<file path="config.mk">
export PLATFORM = sky130hd
export DESIGN_NAME = keypad_calc_top
export DESIGN_NICKNAME = d
export VERILOG_FILES = /design/src/source/calc_key_pkg.sv /design/src/source/calc_disp_pkg.sv /design/src/source/key_if.sv /design/src/source/input_control.sv /design/src/source/calc_controller.sv /design/src/source/seg_digit.sv /design/src/source/display_scan.sv /design/src/source/keypad_calc_top.sv
export VERILOG_INCLUDE_DIRS = /design/src /design/src/include
export SDC_FILE = /design/constraint.sdc
export NUM_CORES = 1
export LEC_CHECK = 0
export ABC_AREA = 0
export BUFFER_PORTS_ARGS = -buffer_cell sky130_fd_sc_hd__buf_2
export CAP_MARGIN = 0
export CORE_UTILIZATION = 30
export DETAILED_ROUTE_END_ITERATION = 10
export GPL_TIMING_DRIVEN = 0
export HOLD_SLACK_MARGIN = 0.02
export PLACE_DENSITY = 0.44
export SLEW_MARGIN = 0
export SYNTH_ARGS = -nofsm -noshare
export SYNTH_HDL_FRONTEND = slang
export SYNTH_SLANG_ARGS = --single-unit
export TNS_END_PERCENT = 5
</file>
<file path="constraint.sdc">
create_clock -name clk -period 6.3 [get_ports clk]
set_clock_uncertainty 0.1 [all_clocks]
set_input_delay 0.945 -clock clk [delete_from_list [all_inputs] [get_ports clk]]
set_output_delay 0.945 -clock clk [all_outputs]
set_load 0.005 [all_outputs]
</file>
<file path="src/include/calc_macros.svh">
`ifndef CALC_MACROS_SVH
`define CALC_MACROS_SVH

// stable press cycles before a key is taken
`define DEBOUNCE_CYCLES 10

// seven-segment digits on the board
`define NUM_DIGITS 4

// clocks each digit stays lit
`define REFRESH_DIV 8

// calculator word, wraps modulo 2**DATA_W
`define DATA_W 16

`endif

</file>
<file path="src/source/calc_key_pkg.sv">
`default_nettype none

package calc_key_pkg;

    // operator codes as sent by the keypad scanner
    typedef enum logic [2:0] {
        op_none = 3'd0,                     // digit, equal or ignored key
        op_neg  = 3'd1,                     // change sign of entry
        op_add  = 3'd2,
        op_sub  = 3'd3,
        op_mul  = 3'd4
    } op_e;

    // matrix position of a pressed key
    typedef struct packed {
        logic [1:0] row;                    // upper bits of index
        logic [1:0] col;                    // lower bits of index
    } key_pos_s;

    // one key, seen as a position at capture and as an index for decode
    typedef union packed {
        logic [3:0] raw;                    // row*4 + col
        key_pos_s   pos;
    } key_code_u;

    localparam logic [3:0] KEY_NONE = 4'hF; // digit value for non-digit keys

endpackage

`default_nettype wire

</file>
<file path="src/source/calc_disp_pkg.sv">
`default_nettype none

package calc_disp_pkg;

    // segments a..g in bits 0..6, low = lit
    typedef logic [6:0] seg_t;

    // one hex digit of the displayed word
    typedef logic [3:0] nibble_t;

    localparam seg_t SEG_OFF = 7'h7F;       // every segment dark

endpackage

`default_nettype wire

</file>
<file path="src/source/key_if.sv">
`timescale 1ns/1ps
`default_nettype none

// decoded key from keypad scanner to calculator controller
interface key_if import calc_key_pkg::*; ();

    logic       key_rdy;                    // key waiting, held until release
    logic       key_rd;                     // one-cycle read strobe
    logic [3:0] digit;                      // 0..9, F if not a digit
    op_e        op;                         // op_none unless operator key
    logic       equal;                      // '*' key

    modport scanner (
        output key_rdy, digit, op, equal,
        input  key_rd
    );

    modport controller (
        input  key_rdy, digit, op, equal,
        output key_rd
    );

endinterface

`default_nettype wire

</file>
<file path="src/source/input_control.sv">
`timescale 1ns/1ps
`default_nettype none

`include "calc_macros.svh"

module input_control import calc_key_pkg::*; (
    input  logic       clk,
    input  logic       nRST,
    input  logic [3:0] row_in,              // pulled up, low = pressed
    output logic [3:0] col_out,             // one column driven low
    key_if.scanner     key
);

    localparam int CNT_W = $clog2(`DEBOUNCE_CYCLES + 1);

    typedef enum logic [2:0] {
        st_idle, st_scan, st_wait_stable, st_confirm, st_wait_release
    } state_e;

    state_e           state, next_state;
    logic [1:0]       col_idx;              // column driven now
    logic [1:0]       col_prev;             // column that row_in reflects
    logic [CNT_W-1:0] deb_cnt;              // stable low samples so far
    logic             key_valid;            // some row low
    logic [1:0]       row_sel;              // lowest low row
    logic             aligned;              // rows belong to driven column
    logic             rdy;
    key_code_u        key_code;             // captured press
    logic [3:0]       dec_digit;
    op_e              dec_op;
    logic             dec_equal;

    // rows come back one clock after the column drive
    assign aligned = (col_prev == col_idx);

    always_comb begin
        key_valid = ~&row_in;
        row_sel   = 2'd0;
        for (int r = 3; r >= 0; r--) begin
            if (!row_in[r])
                row_sel = 2'(r);            // lowest row wins
        end
    end

    always_comb begin
        next_state = state;
        case (state)
            st_idle:         next_state = st_scan;
            st_scan:         next_state = key_valid ? st_wait_stable : st_scan;
            st_wait_stable: begin
                if (aligned && !key_valid)
                    next_state = st_scan;   // bounce restarts the scan
                else if (aligned && deb_cnt == CNT_W'(`DEBOUNCE_CYCLES - 1))
                    next_state = st_confirm;
            end
            st_confirm:      next_state = key.key_rd ? st_wait_release : st_confirm;
            st_wait_release: next_state = (aligned && !key_valid) ? st_idle : st_wait_release;
            default:         next_state = st_idle;
        endcase
    end

    always_ff @(posedge clk or negedge nRST) begin
        if (!nRST) begin
            state    <= st_idle;
            col_idx  <= 2'd0;
            col_prev <= 2'd0;
            deb_cnt  <= '0;
            rdy      <= 1'b0;
        end else begin
            state    <= next_state;
            col_prev <= col_idx;
            case (state)
                st_idle: col_idx <= col_idx + 2'd1;
                st_scan: begin
                    deb_cnt <= '0;
                    if (key_valid)
                        col_idx <= col_prev; // back to the column that hit
                    else
                        col_idx <= col_idx + 2'd1;
                end
                st_wait_stable: begin
                    if (aligned)
                        deb_cnt <= key_valid ? deb_cnt + CNT_W'(1) : '0;
                    if (next_state == st_confirm)
                        rdy <= 1'b1;
                end
                st_wait_release: begin
                    if (next_state == st_idle)
                        rdy <= 1'b0;        // only once rows are all high
                end
                default: ;
            endcase
        end
    end

    // key position taken on entering confirm
    always_ff @(posedge clk) begin
        if (state == st_wait_stable && next_state == st_confirm) begin
            key_code.pos.row <= row_sel;
            key_code.pos.col <= col_idx;
        end
    end

    // index to key meaning
    always_comb begin
        dec_digit = KEY_NONE;
        dec_op    = op_none;
        dec_equal = 1'b0;
        case (key_code.raw)
            4'h0: dec_digit = 4'd1;
            4'h1: dec_digit = 4'd2;
            4'h2: dec_digit = 4'd3;
            4'h3: dec_op    = op_add;
            4'h4: dec_digit = 4'd4;
            4'h5: dec_digit = 4'd5;
            4'h6: dec_digit = 4'd6;
            4'h7: dec_op    = op_sub;
            4'h8: dec_digit = 4'd7;
            4'h9: dec_digit = 4'd8;
            4'hA: dec_digit = 4'd9;
            4'hB: dec_op    = op_mul;
            4'hC: dec_equal = 1'b1;         // '*'
            4'hD: dec_digit = 4'd0;
            4'hE: ;                         // '#' ignored
            4'hF: dec_op    = op_neg;
            default: ;
        endcase
    end

    always_comb begin
        col_out          = 4'b1111;
        col_out[col_idx] = 1'b0;
    end

    assign key.key_rdy = rdy;
    assign key.digit   = dec_digit;
    assign key.op      = dec_op;
    assign key.equal   = dec_equal;

endmodule

`default_nettype wire

</file>
<file path="src/source/calc_controller.sv">
`timescale 1ns/1ps
`default_nettype none

`include "calc_macros.svh"

module calc_controller import calc_key_pkg::*, calc_disp_pkg::*; (
    input  logic                         clk,
    input  logic                         nRST,
    key_if.controller                    key,
    output nibble_t [`NUM_DIGITS-1:0]    digits, // displayed word, digit 0 lowest
    output logic    [`NUM_DIGITS-1:0]    blank   // leading zero digits off
);

    typedef logic [`DATA_W-1:0] word_t;

    word_t entry;                           // number being typed
    word_t acc;                             // running result
    word_t fold_val;                        // acc <pend> entry
    word_t disp_val;
    op_e   pend;                            // operator waiting for its operand
    logic  show_acc;                        // display acc instead of entry
    logic  rdy_q;                           // key_rdy last cycle
    logic  rd_q;
    logic  take;                            // new key this cycle

    assign take       = key.key_rdy & ~rdy_q; // rising edge only
    assign key.key_rd = rd_q;

    // all results wrap at word width
    always_comb begin
        case (pend)
            op_add:  fold_val = acc + entry;
            op_sub:  fold_val = acc - entry;
            op_mul:  fold_val = acc * entry;
            default: fold_val = entry;      // nothing pending, take entry
        endcase
    end

    always_ff @(posedge clk or negedge nRST) begin
        if (!nRST) begin
            rdy_q    <= 1'b0;
            rd_q     <= 1'b0;
            entry    <= '0;
            acc      <= '0;
            pend     <= op_none;
            show_acc <= 1'b0;
        end else begin
            rdy_q <= key.key_rdy;
            rd_q  <= take;                  // strobe goes out as we act
            if (take) begin
                if (key.equal) begin
                    entry    <= fold_val;
                    pend     <= op_none;
                    show_acc <= 1'b0;
                end else if (key.op == op_neg) begin
                    entry    <= word_t'(0) - entry;
                    show_acc <= 1'b0;
                end else if (key.op != op_none) begin
                    acc      <= fold_val;
                    pend     <= key.op;
                    entry    <= '0;
                    show_acc <= 1'b1;
                end else if (key.digit != KEY_NONE) begin
                    entry    <= entry * word_t'(10) + word_t'(key.digit);
                    show_acc <= 1'b0;
                end
                // '#' arrives as no digit, no op, no equal: dropped
            end
        end
    end

    assign disp_val = show_acc ? acc : entry;

    always_comb begin
        for (int i = 0; i < `NUM_DIGITS; i++)
            digits[i] = disp_val[4*i +: 4];
    end

    // blank from the top down while digits stay zero, never digit 0
    always_comb begin
        logic zero_run;
        zero_run = 1'b1;
        blank    = '0;
        for (int i = `NUM_DIGITS - 1; i > 0; i--) begin
            zero_run = zero_run & (digits[i] == 4'h0);
            blank[i] = zero_run;
        end
    end

endmodule

`default_nettype wire

</file>
<file path="src/source/seg_digit.sv">
`timescale 1ns/1ps
`default_nettype none

module seg_digit import calc_disp_pkg::*; (
    input  nibble_t nib,
    input  logic    blank,                  // force dark
    output seg_t    seg                     // active low
);

    logic [6:0] lit;                        // gfedcba, high = on

    always_comb begin
        case (nib)
            4'h0: lit = 7'h3F;
            4'h1: lit = 7'h06;
            4'h2: lit = 7'h5B;
            4'h3: lit = 7'h4F;
            4'h4: lit = 7'h66;
            4'h5: lit = 7'h6D;
            4'h6: lit = 7'h7D;
            4'h7: lit = 7'h07;
            4'h8: lit = 7'h7F;
            4'h9: lit = 7'h6F;
            4'hA: lit = 7'h77;
            4'hB: lit = 7'h7C;              // lower case b
            4'hC: lit = 7'h39;
            4'hD: lit = 7'h5E;              // lower case d
            4'hE: lit = 7'h79;
            default: lit = 7'h71;           // F
        endcase
    end

    assign seg = blank ? SEG_OFF : seg_t'(~lit);

endmodule

`default_nettype wire

</file>
<file path="src/source/display_scan.sv">
`timescale 1ns/1ps
`default_nettype none

`include "calc_macros.svh"

module display_scan import calc_disp_pkg::*; (
    input  logic                      clk,
    input  logic                      nRST,
    input  seg_t [`NUM_DIGITS-1:0]    seg_in,  // one pattern per digit
    output seg_t                      seg,     // shared segment bus
    output logic [`NUM_DIGITS-1:0]    an       // active-low digit enable
);

    localparam int ND   = `NUM_DIGITS;
    localparam int RW   = $clog2(`REFRESH_DIV);
    localparam int IW   = (ND > 1) ? $clog2(ND) : 1;

    logic [RW-1:0] ref_cnt;                 // clocks on current digit
    logic [IW-1:0] idx;                     // digit being shown

    always_ff @(posedge clk or negedge nRST) begin
        if (!nRST) begin
            ref_cnt <= '0;
            idx     <= '0;
            seg     <= SEG_OFF;
            an      <= ~ND'(1);             // digit 0 selected
        end else begin
            if (ref_cnt == RW'(`REFRESH_DIV - 1)) begin
                ref_cnt <= '0;
                idx     <= (idx == IW'(ND - 1)) ? '0 : idx + IW'(1);
            end else begin
                ref_cnt <= ref_cnt + RW'(1);
            end
            seg <= seg_in[idx];
            an  <= ~(ND'(1) << idx);
        end
    end

endmodule

`default_nettype wire

</file>
<file path="src/source/keypad_calc_top.sv">
`timescale 1ns/1ps
`default_nettype none

`include "calc_macros.svh"

module keypad_calc_top import calc_disp_pkg::*; (
    input  logic                   clk,
    input  logic                   nRST,
    input  logic [3:0]             row_in,  // keypad rows
    output logic [3:0]             col_out, // keypad columns
    output seg_t                   seg,
    output logic [`NUM_DIGITS-1:0] an
);

    nibble_t [`NUM_DIGITS-1:0] digits;      // controller to decoders
    logic    [`NUM_DIGITS-1:0] blank;
    seg_t    [`NUM_DIGITS-1:0] seg_all;     // decoders to display scanner

    key_if kif ();

    input_control u_input (
        .clk     (clk),
        .nRST    (nRST),
        .row_in  (row_in),
        .col_out (col_out),
        .key     (kif.scanner)
    );

    calc_controller u_ctrl (
        .clk    (clk),
        .nRST   (nRST),
        .key    (kif.controller),
        .digits (digits),
        .blank  (blank)
    );

    // one decoder per digit
    for (genvar i = 0; i < `NUM_DIGITS; i++) begin : g_digit
        seg_digit u_seg (
            .nib   (digits[i]),
            .blank (blank[i]),
            .seg   (seg_all[i])
        );
    end

    display_scan u_disp (
        .clk    (clk),
        .nRST   (nRST),
        .seg_in (seg_all),
        .seg    (seg),
        .an     (an)
    );

endmodule

`default_nettype wire

</file>
## Word level (Yosys, flattened, before mapping)

Memory sizes are Yosys's and may differ from the RTL's.
Cells that the tools add are included.

| storage, ports and cells | value |
|---|---|
| input port bits | 6 |
| word-level logic and storage cells | 145 |
| register bits | 70 |
| ROM bits | 448 |
| memories kept | 4 |
| output and inout bits | 15 |

Memory list:

| memory | words | width | rd ports | clocked after memory_dff | wr ports | line | source |
|---|---|---|---|---|---|---|---|
| (name not given) | 16 | 7 | 1 | 0 | 0 | seg_digit.sv:13 | `case (nib)` |
| (name not given) | 16 | 7 | 1 | 0 | 0 | seg_digit.sv:13 |  |
| (name not given) | 16 | 7 | 1 | 0 | 0 | seg_digit.sv:13 |  |
| (name not given) | 16 | 7 | 1 | 0 | 0 | seg_digit.sv:13 |  |

| operators by class | value |
|---|---|
| bitwise logic cells | 12 |
| equal/unequal tests | 32 |
| add/subtract/negate cells | 8 |
| reductions and logical operators | 23 |
| muxes and demuxes | 42 |
| $lt $le $gt $ge | 3 |
| $mul | 2 |
| shift-type cells | 1 |

Operators with widths:

| kind | count |
|---|---|
| $mux W16 | 5 |
| $pmux W16 S3 | 1 |
| $pmux W4 S10 | 1 |
| $eq A4 B4 Y1 const B | 8 |
| $mux W7 | 4 |
| $not A7 Y7 | 4 |
| $mux W3 | 8 |
| $add A16 B16 Y16 | 1 |
| $add A16 B4 Y16 | 1 |
| $eq A4 B3 Y1 const B | 4 |
| $logic_not A4 Y1 | 4 |
| $mul A16 B16 Y16 | 1 |
| $mul A16 B3 Y15 const B | 1 |
| $sub A1 B16 Y16 const A | 1 |
| $sub A16 B16 Y16 | 1 |
| $eq A3 B2 Y1 const B | 5 |
| $pmux W3 S5 | 1 |
| $bmux W7 S2 | 1 |
| $pmux W3 S4 | 1 |
| $mux W2 | 5 |
| $eq A3 B3 Y1 const B | 3 |
| $mux W1 | 9 |
| $eq A4 B2 Y1 const B | 2 |
| $mux W4 | 2 |
| other kinds (28) | 49 |

## Logic depth before layout (Yosys ltp)

| logic depth | value |
|---|---|
| word-level depth | 8 |
| depth in mapped cells | 23 |
| mapped depth without buffers | 21 |

## Modules after synthesis

Synthesis repeated with hierarchy kept, for this count alone.

| second synthesis, totals | value |
|---|---|
| cells, all modules | 1316 |
| area, all modules | 11198.2 um^2 |

By module, submodules not included:

| module | area each (um^2) | instances | cells an instance |
|---|---|---|---|
| calc_controller | 8277.9 | 1 | 1006 |
| input_control | 1028.5 | 1 | 112 |
| seg_digit at g_digit[0].u_seg ... | 301.5 | 3 | 40 |
| display_scan | 710.7 | 1 | 42 |
| seg_digit at g_digit[3].u_seg | 276.5 | 1 | 36 |

## Worst setup path after synthesis

No wires, ideal clock.

| timing path | value |
|---|---|
| kind | register to register |
| from | register u_ctrl.entry[4] |
| to | register u_ctrl.acc[15] |
| path slack | 0.447 ns |
| data arrival time | 5.617 ns |
| required time | 6.063 ns |
| stages on the path, launching flop included | 21 |
| buffers on the path | 2 |
| clock period less this slack | 5.853 ns |
| setup time | 0.137 ns |
| cell sequence | dfrtp_1 clkbuf_1 clkbuf_1 nand2_1 fa_1 fa_1 inv_1 fa_1 fa_1 inv_1 fa_1 fa_1 xor2_1 xnor2_1 xnor2_1 xnor2_1 xnor3_1 xnor2_1 nor2_1 nor4_1 a21oi_1 |

| on the way | value |
|---|---|
| word-level cells in the longest chain between the ends | 2 |

Ends and longest elaborated chain:

| what | line | source |
|---|---|---|
| start, declared | calc_controller.sv:16 | `word_t entry;` |
| start signal, assigned | calc_controller.sv:52 | `entry <= fold_val;` |
| start signal, assigned | calc_controller.sv:56 | `entry <= word_t'(0) - entry;` |
| start signal, assigned | calc_controller.sv:64 | `entry <= entry * word_t'(10) + word_t'(key.digit);` |
| $mul A16 B16 Y16 (tied with other cells) | calc_controller.sv:34 | `op_mul: fold_val = acc * entry;` |
| $pmux W16 S3 * | calc_controller.sv:31 | `case (pend)` |
| end signal, assigned | calc_controller.sv:59 | `acc <= fold_val;` |
| end, declared | calc_controller.sv:17 | `word_t acc;` |

Every way passes the cells marked *; elsewhere a longest branch is shown, timed or not.
A chain may end at the register's enable or synchronous reset.

## Worst setup path after layout

| timing path | value |
|---|---|
| from | register u_ctrl.entry[6] |
| to | register u_ctrl.entry[13] |

| on the way | value |
|---|---|
| word-level cells in the longest chain between the ends | 6 |

Ends and longest elaborated chain:

| what | line | source |
|---|---|---|
| $mul A16 B3 Y15 | calc_controller.sv:64 |  |
| $add A16 B4 Y16 | calc_controller.sv:64 |  |
| $mux W16 | calc_controller.sv:63 | `end else if (key.digit != KEY_NONE) begin` |
| $mux W16 | calc_controller.sv:58 | `end else if (key.op != op_none) begin` |
| $mux W16 | calc_controller.sv:55 | `end else if (key.op == op_neg) begin` |
| $mux W16 * | calc_controller.sv:51 | `if (key.equal) begin` |

Every way passes the cells marked *; elsewhere a longest branch is shown, timed or not. The select of a mux whose other input is x is not followed.

==> flow_metrics.env <==
export IMPL_crit_type="flip-flop to flip-flop"
export IMPL_outcome="complete, no violations"
export IMPL_grt_start_max_net_pins=52
export IMPL_total_number_of_yosys_warnings=0
export IMPL_post_synth_top_area_fraction_pct=15.3
export IMPL_async_flop_share_pct=94.3
export IMPL_cts_made_buffers=9
export IMPL_pin_count=21
export IMPL_place_worst_setup_slack_ps=-1130
export IMPL_clock_path_buffers=2
export IMPL_vias=9378
export IMPL_hold_path_startpoint="u_input.key.key_rdy$_DFFE_PN0P_"
export IMPL_cp_max_fo=10
export IMPL_met1_length_mm=17.0
export IMPL_syn_mean_instance_area_um2=8.20
export IMPL_timing_final_ws_setup_ps=113
export IMPL_number_of_buffers_inserted_by_port_buffering=20
export IMPL_antenna_violations_before_repair=0
export IMPL_synth_top_cells_by_area="sky130_fd_sc_hd__fa_1, sky130_fd_sc_hd__ha_1, sky130_fd_sc_hd__dfrtp_1"
export IMPL_worst_skew_pair_late_latency_ps=340
export IMPL_hold_crit_class="flip-flop to flip-flop"
export IMPL_layout_common_cells="sky130_fd_sc_hd__nand2_1, sky130_fd_sc_hd__inv_1, sky130_fd_sc_hd__ha_1"
export IMPL_detailed_route_wl_mm=34.8
export IMPL_core_area_um2=35700
export IMPL_met2WireLength_mm=15.6
export IMPL_first_global_vias=9326
export IMPL_final_net_count=1582
export IMPL_postSynth_topFlopCell="sky130_fd_sc_hd__dfrtp_1"
export IMPL_total_die_area_um2=37100
export IMPL_postSynthNetCount=1544
export IMPL_seq_area_frac_synth_pct=16.4
export IMPL_r2r_start="u_ctrl.entry[6]$_DFFE_PN0P_"
export IMPL_fin_crit_ps=6190
export IMPL_die_width_um=193
export IMPL_flops_latches_synth=70
export IMPL_worst_hold_slack_ps=306
export IMPL_core_rows=69
export IMPL_drt_first_iter_violations=662
export IMPL_tritoncts_num_sinks=70
export IMPL_synth_cell_area_um2=10900
export IMPL_postPlaceCellArea_um2=11600
export IMPL_routed_wire_length_per_instance_um=19.0
export IMPL_worstPathRequired_ps=6450
export IMPL_timing_final_crit_share_pct=98.2
export IMPL_number_of_enable_flip_flop_cells_after_synthesis=4
export IMPL_cts_reportedPaths_clkPinSlew_ps=60
export IMPL_grt_first_pass_wirelength_mm=54.8
export IMPL_highest_routed_metal_layer="met4"
export IMPL_final_setup_tns_ps=0
export IMPL_rsz0062_at_grt="yes"
export IMPL_drc=0
export IMPL_tritoncts_clock_tree="built"
export IMPL_drv_cap=0
export IMPL_max_slew_worst_pin_slew_ps=991
export IMPL_hold_viol_final=0
export IMPL_grt_remaining_overflow=0
export IMPL_critical_path_startpoint="u_ctrl.entry[6]$_DFFE_PN0P_"
export IMPL_detailed_place_hpwl_mm=27.2
export IMPL_die_y_um=193
export IMPL_ctsHtreeMaxLevel=3
export IMPL_post_synth_top_area_cell="sky130_fd_sc_hd__fa_1"
export IMPL_max_slew_margin_rel_pct=33.3
export IMPL_vias_per_cell=5.12
export IMPL_worstSetupEndpointType="flip-flop"
export IMPL_syn_inst_count=1328
export IMPL_n_antenna_cell=0
export IMPL_finalInstanceArea_um2=12200
export IMPL_drt_antenna_violating_nets=0
export IMPL_cts_root_buf="sky130_fd_sc_hd__clkbuf_16"
export IMPL_share_of_final_layout_standard_cells_stronger_than_drive_strength_1_pct=9.99
export IMPL_first_pass_iters=5
export IMPL_worst_setup_path_start_kind="flip-flop"
export IMPL_most_common_cell_after_layout_fill_and_taps_aside="sky130_fd_sc_hd__nand2_1"
export IMPL_maximum_achievable_frequency_ghz=0.162
export IMPL_initial_utilization_pct=30.6
export IMPL_count_of_distinct_cell_types_in_the_synthesized_netlist=76
export IMPL_worst_ep_arrival_time_ps=6330
export IMPL_report_final_slew_viol_count=0
export IMPL_final_setup_viols=0
export IMPL_syn_to_final_growth_pct=12.0
export IMPL_grt_total_usage_pct=19.7
export IMPL_ctsHoldBuffers=0
export IMPL_met3_length_mm=1.41
export IMPL_place_congestion=0.881
-- sequential cells by signal, indices dropped and copies added (netlist names) --
signal               cells
u_input.col_prev         2
u_ctrl.key.key_rd        1
u_disp.an                4
u_disp.ref_cnt           3
u_ctrl.rdy_q             1
u_input.key_code         4
u_input.state            3
u_ctrl.pend              3
u_disp.idx               2
u_ctrl.acc              16
u_input.deb_cnt          4
u_input.key.key_rdy      1
u_disp.seg               7
u_ctrl.entry            16
u_ctrl.show_acc          1
u_input.col_idx          2
-- synthesized netlist by cell type (6+ instances only) --
master,instances
sky130_fd_sc_hd__o21a_1,8
sky130_fd_sc_hd__a22oi_1,6
sky130_fd_sc_hd__mux2i_1,18
sky130_fd_sc_hd__xnor2_1,55
sky130_fd_sc_hd__o21ai_0,62
sky130_fd_sc_hd__and2_1,77
sky130_fd_sc_hd__nand2b_1,10
sky130_fd_sc_hd__or3_1,7
sky130_fd_sc_hd__dfrtp_1,56
sky130_fd_sc_hd__ha_1,127
sky130_fd_sc_hd__a221oi_1,15
sky130_fd_sc_hd__dfstp_2,10
sky130_fd_sc_hd__nand3_1,27
sky130_fd_sc_hd__o31ai_1,12
sky130_fd_sc_hd__a21oi_1,53
sky130_fd_sc_hd__a31oi_1,12
sky130_fd_sc_hd__o211ai_1,10
sky130_fd_sc_hd__nor2b_1,14
sky130_fd_sc_hd__a211oi_1,14
sky130_fd_sc_hd__clkbuf_1,55
sky130_fd_sc_hd__nor3_1,32
sky130_fd_sc_hd__a21o_1,9
sky130_fd_sc_hd__inv_1,152
sky130_fd_sc_hd__nor2_1,89
sky130_fd_sc_hd__xor2_1,38
sky130_fd_sc_hd__fa_1,83
sky130_fd_sc_hd__o22ai_1,8
sky130_fd_sc_hd__nand2_1,164
sky130_fd_sc_hd__mux2_2,7
-- critical path, cell delays in order, from the launching register on --
cell	delay (ps)
sky130_fd_sc_hd__dfrtp_1	380
sky130_fd_sc_hd__clkbuf_8	170
sky130_fd_sc_hd__clkbuf_8	180
sky130_fd_sc_hd__and2_1	180
sky130_fd_sc_hd__fa_1	540
sky130_fd_sc_hd__inv_1	60
sky130_fd_sc_hd__fa_1	530
sky130_fd_sc_hd__inv_1	50
sky130_fd_sc_hd__fa_1	460
sky130_fd_sc_hd__fa_1	540
sky130_fd_sc_hd__fa_1	550
sky130_fd_sc_hd__inv_1	70
sky130_fd_sc_hd__fa_1	550
sky130_fd_sc_hd__inv_1	70
sky130_fd_sc_hd__ha_4	270
sky130_fd_sc_hd__inv_1	60
sky130_fd_sc_hd__o21ai_1	260
sky130_fd_sc_hd__nor3_1	100
sky130_fd_sc_hd__xnor2_1	300
sky130_fd_sc_hd__a32oi_1	160
sky130_fd_sc_hd__and3_1	260
sky130_fd_sc_hd__o31ai_1	230
-- routing by layer --
layer  GRT usage [%]  vias to the layer above
li1                -                     4559
met1            27.7                     4591
met2            31.7                      196
met3            2.11                       32
met4            5.24                        0
met5               0                        -
-- stage by stage --
| stage | cells | utilization (%) |
|---|---|---|
| floorplan | 1328 | - |
| global placement | 1809 | 32.5 |
| finish | 1832 | 34.2 |
| detailed placement | 1810 | 32.5 |
| global route | 1832 | 34.2 |
| CTS | 1824 | 33.8 |
-- timing repair --
action	in CTS	in global routing
pin swaps	3	8
buffers inserted	0	8
resized for setup	58	35
setup endpoints to repair	16	13
-- cell families (layout without fill, tap and decap cells) --
group / after synthesis / in the layout / synth area share (%)
XOR/XNOR: 95 / 95 / 7.89
AND/OR/NAND/NOR: 458 / 458 / 20.4
buffers and inverters: 217 / 260 / 7.51
flip-flops: 70 / 70 / 16.4
AO/OA/AOI/OAI: 251 / 251 / 15.1
adder cells (fa/ha/maj): 210 / 210 / 29.8
multiplexers: 27 / 27 / 2.79
-- final cells by class --
| class | instances | area, um2 |
|---|---|---|
| Buffer | 61 | 372 |
| Clock buffer | 9 | 225 |
| Clock inverter | 7 | 60.1 |
| Fill cell | 3825 | 23500 |
| Inverter | 154 | 578 |
| Multi-Input combinational cell | 1041 | 8400 |
| Sequential cell | 70 | 1800 |
| Tap cell | 461 | 577 |
| Timing Repair Buffer | 29 | 190 |
-- final timing paths --
| path | to | slack [ps] | depth (start not counted) |
|---|---|---|---|
| min in group asynchronous | u_ctrl.acc[0]$_DFFE_PN0P_ | 390 | 1 |
| setup reg to reg | u_ctrl.entry[13]$_DFFE_PN0P_ | 110 | 21 |
| hold reg to reg | u_ctrl.rdy_q$_DFF_PN0_ | 310 | 0 |
| hold / removal | u_ctrl.rdy_q$_DFF_PN0_ | 310 | 0 |
| max in group asynchronous | u_disp.an[3]$_DFF_PN1_ | 5140 | 2 |
| setup / recovery | u_ctrl.entry[13]$_DFFE_PN0P_ | 110 | 21 |
Power is not shown: default switching activity piles up to over one toggle a cycle in this logic, so the estimate is an artifact.
